**src/include/rd_settings.svh**
```systemverilog
`ifndef RD_SETTINGS_SVH
`define RD_SETTINGS_SVH

// requestors, and engines behind them
`define RD_PORTS 2

// bus widths
`define RD_ADDR_W 32
`define RD_DATA_W 64
`define RD_ID_W 4
`define RD_LEN_W 8 // beats minus one

// external AXI encodings
`define RD_AXSIZE_W 3
`define RD_BURST_W 2
`define RD_BURST_INCR 2'b01

`endif

```
**src/verilog/rd_pkg.sv**
```systemverilog
`default_nettype none

`include "rd_settings.svh"

package rd_pkg;

	// access size, log2 of the byte count
	typedef enum logic [1:0] {
		SZ_B = 2'b00,
		SZ_H = 2'b01,
		SZ_W = 2'b10,
		SZ_D = 2'b11
	} rd_size_e;

	typedef enum logic [1:0] {
		OKAY   = 2'b00,
		EXOKAY = 2'b01,
		SLVERR = 2'b10,
		DECERR = 2'b11
	} rd_resp_e;

	// one beat seen at every lane granularity
	typedef union packed {
		logic [`RD_DATA_W/8-1:0][7:0]   bytes;
		logic [`RD_DATA_W/16-1:0][15:0] halves;
		logic [`RD_DATA_W/32-1:0][31:0] words;
		logic [`RD_DATA_W-1:0]          dword;
	} beat_lanes_u;

endpackage

`default_nettype wire

```
**src/verilog/rd_bus_if.sv**
```systemverilog
`timescale 1ns/1ps
`default_nettype none

`include "rd_settings.svh"

interface rd_bus_if ();
	import rd_pkg::*;

	// address channel
	logic                  ar_valid;
	logic                  ar_ready;
	logic [`RD_ADDR_W-1:0] ar_addr;
	logic [`RD_LEN_W-1:0]  ar_len;
	rd_size_e              ar_size;

	// data channel, no id since the slot implies it
	logic                  r_valid;
	logic                  r_ready;
	logic [`RD_DATA_W-1:0] r_data;
	rd_resp_e              r_resp;
	logic                  r_last;

	modport chan (
		output ar_valid, ar_addr, ar_len, ar_size,
		input  ar_ready,
		input  r_valid, r_data, r_resp, r_last,
		output r_ready
	);

	modport arb (
		input  ar_valid, ar_addr, ar_len, ar_size,
		output ar_ready,
		output r_valid, r_data, r_resp, r_last,
		input  r_ready
	);

endinterface

`default_nettype wire

```
**src/verilog/rd_channel.sv**
```systemverilog
`timescale 1ns/1ps
`default_nettype none

`include "rd_settings.svh"

module rd_channel (
	input  wire                   clk,
	input  wire                   reset_n,
	// requestor side
	input  wire                   req_valid_i,
	input  wire [`RD_ADDR_W-1:0]  req_addr_i,
	input  wire [`RD_LEN_W-1:0]   req_len_i,
	input  wire rd_pkg::rd_size_e req_size_i,
	output logic                  req_ready_o,
	output logic                  rsp_valid_o,
	output logic [`RD_DATA_W-1:0] rsp_data_o,
	output rd_pkg::rd_resp_e      rsp_resp_o,
	output logic                  rsp_last_o,
	// toward the arbiter
	rd_bus_if.chan                bus
);
	import rd_pkg::*;

	localparam int OFF_W = $clog2(`RD_DATA_W/8);

	typedef enum logic [1:0] {
		ST_IDLE = 2'b00,
		ST_ADDR = 2'b01,
		ST_DATA = 2'b10
	} state_e;

	state_e state_q;
	state_e state_d;

	// latched request
	logic [`RD_ADDR_W-1:0] addr_q;
	logic [`RD_LEN_W-1:0]  len_q;
	rd_size_e              size_q;

	logic             req_hs;
	logic             ar_hs;
	logic             r_hs;
	logic [OFF_W-1:0] offset;

	beat_lanes_u           beat;
	logic [`RD_DATA_W-1:0] lane;

	assign req_hs = req_valid_i && req_ready_o;
	assign ar_hs  = bus.ar_valid && bus.ar_ready;
	assign r_hs   = bus.r_valid && bus.r_ready;

	assign req_ready_o = (state_q == ST_IDLE);
	assign bus.ar_valid = (state_q == ST_ADDR);
	assign bus.r_ready  = (state_q == ST_DATA);

	// burst always starts on a beat boundary
	assign bus.ar_addr = {addr_q[`RD_ADDR_W-1:OFF_W], {OFF_W{1'b0}}};
	assign bus.ar_len  = len_q;
	assign bus.ar_size = size_q;

	always_comb begin
		state_d = state_q;
		case (state_q)
			ST_IDLE: if (req_hs) state_d = ST_ADDR;
			ST_ADDR: if (ar_hs) state_d = ST_DATA;
			ST_DATA: if (r_hs && bus.r_last) state_d = ST_IDLE;
			default: state_d = ST_IDLE;
		endcase
	end

	always_ff @(posedge clk) begin
		if (!reset_n) begin
			state_q <= ST_IDLE;
		end else begin
			state_q <= state_d;
		end
	end

	always_ff @(posedge clk) begin
		if (req_hs) begin
			addr_q <= req_addr_i;
			len_q  <= req_len_i;
			size_q <= req_size_i;
		end
	end

	// lane select by offset and size, result right aligned
	assign beat   = bus.r_data;
	assign offset = addr_q[OFF_W-1:0];

	always_comb begin
		lane = '0;
		case (size_q)
			SZ_B: lane[7:0]  = beat.bytes[offset];
			SZ_H: lane[15:0] = beat.halves[offset[OFF_W-1:1]];
			SZ_W: lane[31:0] = beat.words[offset[OFF_W-1:2]];
			default: lane = beat.dword;
		endcase
	end

	always_ff @(posedge clk) begin
		if (!reset_n) begin
			rsp_valid_o <= 1'b0;
		end else begin
			rsp_valid_o <= r_hs; // one pulse per beat
		end
	end

	always_ff @(posedge clk) begin
		if (r_hs) begin
			rsp_data_o <= lane;
			rsp_resp_o <= bus.r_resp;
			rsp_last_o <= bus.r_last;
		end
	end

	// address request must hold until the arbiter takes it
	ar_hold_a: assert property (@(posedge clk) disable iff (!reset_n)
		bus.ar_valid && !bus.ar_ready |=> bus.ar_valid && $stable(bus.ar_addr)
			&& $stable(bus.ar_len) && $stable(bus.ar_size));

endmodule

`default_nettype wire

```
**src/flat_wrapper.sv**
```systemverilog
// flat-port wrapper written by rule: the top's interface ports become plain ports
module rd_channel_flat import rd_pkg::*;
  (clk, reset_n, req_valid_i, req_addr_i, req_len_i, req_size_i, req_ready_o, rsp_valid_o, rsp_data_o, rsp_resp_o, rsp_last_o, bus_ar_valid, bus_ar_addr, bus_ar_len, bus_ar_size, bus_ar_ready, bus_r_valid, bus_r_data, bus_r_resp, bus_r_last, bus_r_ready);
  rd_bus_if bus_i ();
  input  wire clk;
  input  wire reset_n;
  input  wire req_valid_i;
  input  wire [`RD_ADDR_W-1:0] req_addr_i;
  input  wire [`RD_LEN_W-1:0] req_len_i;
  input  wire rd_pkg::rd_size_e req_size_i;
  output logic req_ready_o;
  output logic rsp_valid_o;
  output logic [`RD_DATA_W-1:0] rsp_data_o;
  output rd_pkg::rd_resp_e rsp_resp_o;
  output logic rsp_last_o;
  output wire logic [$bits(bus_i.ar_valid)-1:0] bus_ar_valid;
  output wire logic [$bits(bus_i.ar_addr)-1:0] bus_ar_addr;
  output wire logic [$bits(bus_i.ar_len)-1:0] bus_ar_len;
  output wire logic [$bits(bus_i.ar_size)-1:0] bus_ar_size;
  input wire logic [$bits(bus_i.ar_ready)-1:0] bus_ar_ready;
  input wire logic [$bits(bus_i.r_valid)-1:0] bus_r_valid;
  input wire logic [$bits(bus_i.r_data)-1:0] bus_r_data;
  input wire logic [$bits(bus_i.r_resp)-1:0] bus_r_resp;
  input wire logic [$bits(bus_i.r_last)-1:0] bus_r_last;
  output wire logic [$bits(bus_i.r_ready)-1:0] bus_r_ready;
  assign bus_ar_valid = bus_i.ar_valid;
  assign bus_ar_addr = bus_i.ar_addr;
  assign bus_ar_len = bus_i.ar_len;
  assign bus_ar_size = bus_i.ar_size;
  assign bus_i.ar_ready = bus_ar_ready;
  assign bus_i.r_valid = bus_r_valid;
  assign bus_i.r_data = bus_r_data;
  assign bus_i.r_resp = bus_r_resp;
  assign bus_i.r_last = bus_r_last;
  assign bus_r_ready = bus_i.r_ready;
  rd_channel u_core (.clk(clk), .reset_n(reset_n), .req_valid_i(req_valid_i), .req_addr_i(req_addr_i), .req_len_i(req_len_i), .req_size_i(req_size_i), .req_ready_o(req_ready_o), .rsp_valid_o(rsp_valid_o), .rsp_data_o(rsp_data_o), .rsp_resp_o(rsp_resp_o), .rsp_last_o(rsp_last_o), .bus(bus_i));
endmodule
```
**config.mk**
```make
export PLATFORM = sky130hd
export DESIGN_NAME = rd_channel_flat
export DESIGN_NICKNAME = d
export VERILOG_FILES = /design/src/verilog/rd_pkg.sv /design/src/verilog/rd_bus_if.sv /design/src/verilog/rd_channel.sv /design/src/flat_wrapper.sv
export VERILOG_INCLUDE_DIRS = /design/src /design/src/include
export SDC_FILE = /design/constraint.sdc
export NUM_CORES = 1
export LEC_CHECK = 0
export BUFFER_PORTS_ARGS = -buffer_cell sky130_fd_sc_hd__buf_2
export CAP_MARGIN = 20
export CORE_MARGIN = 8
export CORE_UTILIZATION = 47
export CTS_CLUSTER_SIZE = 10
export DETAILED_ROUTE_END_ITERATION = 12
export GPL_ROUTABILITY_DRIVEN = 0
export PLACE_DENSITY = 0.83
export SKIP_LAST_GASP = 1
export SYNTH_ARGS = -nofsm -noshare
export SYNTH_HDL_FRONTEND = slang
export SYNTH_SLANG_ARGS = --single-unit
```
**constraint.sdc**
```tcl
create_clock -name clk -period 3.2 [get_ports clk]
set_clock_uncertainty 0.2 [all_clocks]
set_input_delay 0.64 -clock clk [delete_from_list [all_inputs] [get_ports clk]]
set_output_delay 0.64 -clock clk [all_outputs]
set_load 0.01 [all_outputs]
```
==> results.yml, run 1 <==
worst_setup_path:
  r2r_start: "u_core.addr_q[2]"
  slowest_delay_ns: 0.64
  crit_chain: "buf_4 -> mux4_2 -> a22oi_1 -> o21ai_1"
  endpoint_kind: "flip-flop"
  path_max_fanout: 11
  crit_arrival_ns: 2.16
  crit_start: "u_core.addr_q[2]"
  worstSetupPathType: "reg -> reg"
  slowest_stage: "edfxtp_1"
  start_kind: "flip-flop"
  cp.required_ns: 3.13
timing:
  setup_violations: 0
  finalMaxSlewViolations: 0
  setup_tns_ns: 0
  hold_viol: 0
  grt_setup_unrepaired: "no"
  final.min_clock_period_ns: 2.22
  min_period_over_period: 0.695
  slew_headroom: 0.341
  max_freq_mhz: 449
  tightest_slew_ns: 0.989
die:
  dieArea_um2: 14200
  core_area_um2: 10300
  dieHeight_um: 119
  boundaryPins: 227
  die_x_um: 119
  start_util: 0.485
  rows: 37
place:
  dp_hpwl_um: 11000
  dp_cells: 670
  port_buffers: 223
hold_path:
  min_from: "req_addr_i[10]"
  hold_path.class: "in -> reg"
clock_tree:
  cts-htree-levels: 3
  cts_setup_buffers: 0
  cts_root_buffer: "clkbuf_8"
  cts_buffer_depth: 2
  hold_buffers: 0
  cts.repair.resized: 0
  cts.clk_slew.worst_paths_ns: 0.11
  cts_made_buffers: 9
  cts_sinks: 112
  clock_latency_ns: 0.38
  cts_tree: "built"
final_layout:
  antenna_cells: 0
  drive_gt1_frac: 0.484
  layout.nets: 659
  fillers: 847
  area_delta_synth_final_pct: 24.9
  stdcell_count: 686
power:
  power.internal_mw: 2.26
  p_leak_nw: 2.71
  ir_worst_vdd_mv: 0.220
  powerDensity_nw_per_um2: 483
  netSwitchingFraction: 0.252
  pwr-share-clk: 0.296
  finalPower_mw: 3.02
  p_comb_frac: 0.139
  switchingPower_mw: 0.762
  p_seq_frac: 0.565
logic_synthesis:
  post-synth-top-count-cell: "edfxtp_1"
  synthFlopType: "edfxtp_1"
  ys_seq_area_frac: 0.665
  synth_top_family_by_area: "simple AND/OR/NAND/NOR gates"
  yosysWarnings: 0
  ys_types: 29
  synthesis.instances: 352
  synth_area_um2: 5010
  yosys.area_share.simple: 0.106
  synth_area_leaders: "edfxtp_1, mux4_2, buf_4, and3_1, nand2_1"
  synth_area_leader_cell: "edfxtp_1"
  ys_async_sr_fraction: 0
  synth_common_cells: "edfxtp_1, nand2_1, buf_4"
  yosys.area_share.adder: 0
  avgSynthCellArea_um2: 14.2
  synth_top_area_frac: 0.653
  synth-edff-count: 109
  synth_compound_area_frac: 0.0629
  synthXorXnorAreaFrac: 0
  synth_mux_area_frac: 0.0926
  synth_seq_cells: 112
drt:
  wl_per_cell_um: 21.4
  via_per_inst: 5.37
  num_vias: 3685
  dr.pass1.iters: 4
  detail_route.wirelength_um: 14700
  drt_iter0_markers: 304
  route.detailed.drc: 0
  drtAntennaViolNets: 0
global_route:
  grt_pass1_wl_um: 22000
  grt_pass1_vias: 3906
  grt.total_usage: 0.200
  grt_max_degree: 53
  gr-total-overflow: 0
  antenna_found_initial: 0
outcome:
  outcome: "finished, final reports clean"
run:
  max_cap_viol_count: 0
-- registers in the layout, indices dropped and copies added, names as in the netlist --
register	count
u_core.rsp_resp_o	2
u_core.rsp_data_o	64
u_core.state_q	2
u_core.rsp_last_o	1
u_core.bus.ar_size	2
u_core.bus.ar_len	8
u_core.addr_q	32
u_core.rsp_valid_o	1
-- cell type report --
type / count / area, um2 / share of cell area
flip-flops and latches: 112 / 3330 / 0.533
clock buffers: 10 / 138 / 0.0220
multi-input cells: 187 / 1330 / 0.212
clock inverters: 6 / 72.6 / 0.0116
well taps: 136 / 170 / 0.0272
repair buffers: 232 / 1210 / 0.193
inverters: 3 / 11.3 / 0.00180
-- power groups by stage --
stage                     registers, mW  clock network (mW)  logic, mW
final                              1.71               0.895      0.420
after global routing               1.71               0.961      0.452
after CTS                          1.71               0.911      0.419
after detailed placement           1.74                   0      0.416
after global placement             1.74                   0      0.401
after floorplan                    1.74                   0      0.252
-- metal layers --
layer,track usage,up-vias,share of wire
li1,-,1676,-
met1,0.226,1812,0.38
met2,0.349,170,0.53
met3,0.0557,27,0.073
met4,0.0822,0,0.025
met5,0,-,0
-- logic make-up (layout without fill, tap and decap cells) --
family | after synthesis | in the layout
multiplexers | 27 | 27
AO/OA/AOI/OAI | 52 | 52
other | 1 | 3
AND/OR/NAND/NOR | 105 | 105
flip-flops | 112 | 112
buffers and inverters | 55 | 251
-- worst paths after layout --
check                         endpoint  slack [ns]  depth (start not counted)
setup reg to reg  u_core.rsp_data_o[6]        0.98                          4
setup / recovery  u_core.rsp_data_o[6]        0.98                          4
hold reg to reg      u_core.state_q[0]        0.34                          1
hold / removal       u_core.addr_q[10]        0.22                          1
-- metrics by stage --
step / util / instance area [um2] / hold WS [ns] / setup WS (ns)
after floorplan: - / 5020 / 0.273 / 0.283
after global placement: 0.586 / 6050 / 0.292 / 0.977
after detailed placement: 0.586 / 6050 / 0.334 / 0.993
after CTS: 0.606 / 6260 / 0.209 / 0.963
after global routing: 0.606 / 6260 / 0.199 / 0.814
final: 0.606 / 6260 / 0.223 / 0.975
-- placed cells by master, fill, tap and decap left out --
cell and instances:
inv_6 3, bufinv_16 1, mux4_2 14, mux2i_1 10
clkinv_4 1, a21oi_1 26, mux2_2 2, a221o_1 6
dfxtp_1 3, or3b_1 1, and2b_1 1, buf_4 7
a32oi_1 1, and3_1 33, o32ai_1 1, and2_2 2
o21ai_1 7, nor2_1 11, buf_2 223, edfxtp_1 109
o21ai_0 4, nor4bb_1 1, clkbuf_8 10, a22oi_1 7
buf_12 2, nand2_1 39, nand2b_1 2, clkinvlp_4 1
nor2b_1 8, inv_1 3, and2_1 1, conb_1 3
nand3_1 6, mux4_1 1
-- worst max-delay path: cells and delay by family, from the launching register on --
family / cells / cell delay, ns
flops: 1 / 0.64
buf+inv: 1 / 0.29
compound gates: 2 / 0.32
mux: 1 / 0.53
Power figures use the tool's default switching activity.
==> run 2, diff against run 1 <==
CORE_UTILIZATION = 43   (was 47)
PLACE_DENSITY = 0.8   (was 0.83)
clock period = 2 ns   (was 3.2 ns; I/O delays follow)
==> results.yml, run 2 (synthesized netlist as in run 1, its figures left out) <==
outcome:
  outcome: "finished, final reports clean"
global_route:
  grt_max_degree: 68
  grt_pass1_vias: 4057
  grt_pass1_wl_um: 21900
  grt.total_usage: 0.189
  gr-total-overflow: 0
  antenna_found_initial: 0
die:
  core_area_um2: 11400
  dieHeight_um: 124
  die_x_um: 124
  start_util: 0.439
  rows: 39
  boundaryPins: 227
  dieArea_um2: 15400
power:
  ir_worst_vdd_mv: 0.645
  p_comb_frac: 0.136
  finalPower_mw: 5.53
  p_leak_nw: 2.87
  power.internal_mw: 4.27
  switchingPower_mw: 1.26
  p_seq_frac: 0.492
  powerDensity_nw_per_um2: 837
  pwr-share-clk: 0.372
  netSwitchingFraction: 0.228
worst_setup_path:
  worstSetupPathType: "reg -> reg"
  r2r_cells: 3
  path_max_fanout: 3
  regToRegSetupSlack_ns: 0.05
  crit_end: "u_core.rsp_data_o[9]"
  crit_start: "u_core.addr_q[2]"
  cp.required_ns: 1.89
  r2r_start: "u_core.addr_q[2]"
  crit_arrival_ns: 1.84
  r2r_end: "u_core.rsp_data_o[9]"
  endpoint_kind: "flip-flop"
  start_kind: "flip-flop"
final_layout:
  fin_util: 0.578
  area_delta_synth_final_pct: 31.8
  mostFrequentLayoutCell: "buf_2"
  fillers: 931
  multiInputGateArea_um2: 1340
  drive_gt1_frac: 0.506
  regArea_um2: 3330
  final_cell_mix: "buf_2, edfxtp_1, nand2_1"
  layout.nets: 676
  stdcell_count: 711
  largest_reg_flops: 64
  fin_area_um2: 6600
  max_flop_register: "u_core.rsp_data_o"
clock_tree:
  hold_buffers: 0
  cts_made_buffers: 9
  cts_sinks: 112
  cts-htree-levels: 3
  cts_root_buffer: "clkbuf_16"
  cts_tree: "built"
  cts.clk_slew.worst_paths_ns: 0.08
  cts_buffer_depth: 2
  clock_latency_ns: 0.34
drt:
  num_vias: 3825
  wl_per_cell_um: 21.8
  drtAntennaViolNets: 0
  dr.pass1.iters: 4
  route.detailed.drc: 0
  drt_iter0_markers: 430
  via_per_inst: 5.38
  detail_route.wirelength_um: 15500
timing:
  min_period_over_period: 0.977
  final.min_clock_period_ns: 1.95
  holdWs_ns: 0.0246
  tightest_slew_ns: 0.499
  grt_setup_unrepaired: "no"
  layout_setup_ws_ns: 0.0454
  setup_violations: 0
  hold_viol: 0
  setup_tns_ns: 0
  finalMaxSlewViolations: 0
  slew_headroom: 0.667
  max_freq_mhz: 512
place:
  dp_cells: 688
  dp_worst_setup_slack_ns: 0.0409
  dp_hpwl_um: 11600
  post_dp_cell_area_um2: 6180
  port_buffers: 223
run:
  max_cap_viol_count: 0
hold_path:
  hold_path.class: "in -> reg"
[run 2: cell types whose count changed in the layout (fill, tap and decap cells not counted), moves of 2 or more]
cell,delta
a21oi_1,-2
a21oi_2,+2
buf_12,+3
buf_4,+13
bufinv_16,+2
clkbuf_16,+10
clkbuf_8,-10
inv_6,-2
nor2_1,-3
nor2_2,+3
[run 2: worst max-delay path, stage by stage, from the launching register on]
cell	delay, ns
edfxtp_1	0.42
buf_4	0.15
mux4_1	0.59
a221o_1	0.34
[run 2: how the worst min path moves through the flow]
stage	from	to	slack (ns)	depth (start not counted)
2_1_floorplan	u_core.state_q[1]	u_core.state_q[0]	0.27	1
6_report	req_addr_i[13]	u_core.addr_q[13]	0.02	1
5_1_grt	req_addr_i[13]	u_core.addr_q[13]	0.01	1
3_3_place_gp	u_core.state_q[1]	u_core.state_q[0]	0.29	1
4_1_cts	req_addr_i[21]	u_core.addr_q[21]	0.01	1
3_5_place_dp	u_core.state_q[1]	u_core.state_q[0]	0.34	1
[run 2: routing by layer]
metal,vias up,routed length [um],share of wire,track usage
li1,1720,-,-,-
met1,1877,5570,0.36,0.212
met2,188,8030,0.52,0.329
met3,40,1380,0.089,0.0490
met4,0,488,0.032,0.0892
met5,-,0,0,0
[run 2: power by group through the flow]
| stage | combinational [mW] | sequential [mW] | clock (mW) |
|---|---|---|---|
| global route | 0.804 | 2.73 | 2.15 |
| detailed placement | 0.714 | 2.78 | 0 |
| floorplan | 0.404 | 2.79 | 0 |
| CTS | 0.729 | 2.72 | 2.09 |
| finish | 0.749 | 2.72 | 2.06 |
| global placement | 0.683 | 2.77 | 0 |
[run 2: area by class of cell]
| cell class | instances | share of cell area |
|---|---|---|
| antenna | 1 | 0.000379 |
| clock buffer | 10 | 0.0347 |
| clock inverter | 6 | 0.0174 |
| inverter | 3 | 0.00171 |
| multi-input combinational | 187 | 0.203 |
| sequential | 112 | 0.505 |
| tap | 143 | 0.0271 |
| timing repair buffer | 249 | 0.211 |
[run 2: repair_timing]
item | 4_1_cts | 5_1_grt
resized for setup | 1 | 4
pin swaps | 0 | 0
gates cloned | 0 | 1
setup endpoints to repair | 3 | 11
setup buffers | 3 | 2
==> run 3, diff against run 2 <==
RECOVER_POWER = 100   (was unset)
==> results.yml, run 3 (synthesized netlist as in run 1, its figures left out) <==
die:
  rows: 39
  core_area_um2: 11400
  start_util: 0.439
  boundaryPins: 227
  dieHeight_um: 124
  dieArea_um2: 15400
  die_x_um: 124
place:
  dp_hpwl_um: 11600
  dp_worst_setup_slack_ns: 0.0409
  post_dp_cell_area_um2: 6180
  port_buffers: 223
final_layout:
  max_flop_register: "u_core.rsp_data_o"
  area_delta_synth_final_pct: 27.9
  multiInputGateArea_um2: 1340
  fillers: 998
  drive_gt1_frac: 0.303
  largest_reg_flops: 64
  layout.nets: 676
  fin_area_um2: 6410
  final_cell_mix: "clkbuf_1, buf_2, edfxtp_1"
  mostFrequentLayoutCell: "clkbuf_1"
  fin_util: 0.561
  regArea_um2: 3330
timing:
  min_period_over_period: 0.979
  grt_setup_unrepaired: "no"
  max_freq_mhz: 511
  finalMaxSlewViolations: 0
  layout_setup_ws_ns: 0.0422
  final.min_clock_period_ns: 1.96
  tightest_slew_ns: 0.589
  setup_tns_ns: 0
  slew_headroom: 0.607
  hold_viol: 0
  setup_violations: 0
clock_tree:
  cts_tree: "built"
  cts-htree-levels: 3
  cts_sinks: 112
  cts_root_buffer: "clkbuf_16"
  clock_latency_ns: 0.34
  hold_buffers: 0
  cts_buffer_depth: 2
  cts_made_buffers: 9
  cts.clk_slew.worst_paths_ns: 0.08
power:
  finalPower_mw: 5.49
  netSwitchingFraction: 0.230
  switchingPower_mw: 1.26
  ir_worst_vdd_mv: 0.643
  p_seq_frac: 0.496
  pwr-share-clk: 0.375
  power.internal_mw: 4.23
  powerDensity_nw_per_um2: 857
  p_leak_nw: 2.52
  p_comb_frac: 0.129
worst_setup_path:
  regToRegSetupSlack_ns: 0.04
  path_max_fanout: 10
  slowest_stage: "edfxtp_1"
  crit_start: "u_core.bus.ar_size[1]"
  worstSetupPathType: "reg -> reg"
  crit_chain: "clkbuf_1 -> inv_1 -> clkbuf_4 -> a21oi_1 -> o32ai_1 -> a32oi_1"
  crit_buf_inv: 3
  crit_arrival_ns: 1.83
  critPathTopFamily: "buffers and inverters"
  slowest_delay_ns: 0.47
  cp.required_ns: 1.87
  r2r_start: "u_core.bus.ar_size[1]"
  start_kind: "flip-flop"
  endpoint_kind: "flip-flop"
drt:
  via_per_inst: 5.38
  route.detailed.drc: 0
  detail_route.wirelength_um: 15500
  wl_per_cell_um: 21.8
  drtAntennaViolNets: 0
  dr.pass1.iters: 5
  drt_iter0_markers: 360
  num_vias: 3827
hold_path:
  min_from: "req_addr_i[13]"
  hold_path.class: "in -> reg"
global_route:
  grt.total_usage: 0.189
  antenna_found_initial: 0
  grt_pass1_vias: 4057
  grt_pass1_wl_um: 21900
  gr-total-overflow: 0
  grt_max_degree: 68
outcome:
  outcome: "finished, final reports clean"
run:
  max_cap_viol_count: 0
## run 3: cell count changes in the layout (fill, tap and decap cells not counted), sizes merged
cell / change
clkbuf: +119
buf: -119
## run 3: per-stage QoR
step | cells | hold WS [ns]
global placement | 688 | 0.290
finish | 711 | 0.0228
floorplan | 354 | 0.273
CTS | 707 | 0.0147
detailed placement | 688 | 0.337
global route | 710 | 0.0136
## run 3: layout make-up
class / count / share of cell area
flip-flops and latches: 112 / 0.520
well taps: 143 / 0.0279
clock inverters: 6 / 0.0180
multi-input cells: 187 / 0.209
repair buffers: 249 / 0.187
inverters: 3 / 0.00176
diodes: 1 / 0.000391
clock buffers: 10 / 0.0357
## run 3: worst register-to-register path, stage by stage, from the launching register on
cell and delay [ns]:
edfxtp_1 0.47, clkbuf_1 0.19, inv_1 0.18, clkbuf_4 0.25, a21oi_1 0.06, o32ai_1 0.26, a32oi_1 0.09
## run 3: metal layers
metal  GRT usage  share of wire  wire [um]  vias up
met2       0.329           0.52       8100      213
met4      0.0892          0.029        451        0
met3      0.0490          0.098       1520       36
met1       0.212           0.35       5420     1860
li1            -              -          -     1718
met5           0              0          0        -
## run 3: timing repair
| item | 4_1_cts | 5_1_grt |
|---|---|---|
| pin swaps | 0 | 0 |
| gates resized for setup | 1 | 4 |
| cloned | 0 | 1 |
| setup endpoints to repair | 3 | 11 |
| setup buffers | 3 | 2 |
## run 3: path summary, 6_finish.rpt
kind / end / cells after the start
setup / recovery: u_core.rsp_data_o[3] / 6
setup reg to reg: u_core.rsp_data_o[3] / 6
hold / removal: u_core.addr_q[13] / 1
hold reg to reg: u_core.state_q[0] / 1
## run 3: power by group through the flow
stage               logic, mW  clock network, mW  registers [mW]
detailed placement      0.714                  0            2.78
CTS                     0.729               2.09            2.72
floorplan               0.404                  0            2.79
global placement        0.683                  0            2.77
finish                  0.707               2.06            2.72
global route            0.763               2.15            2.73
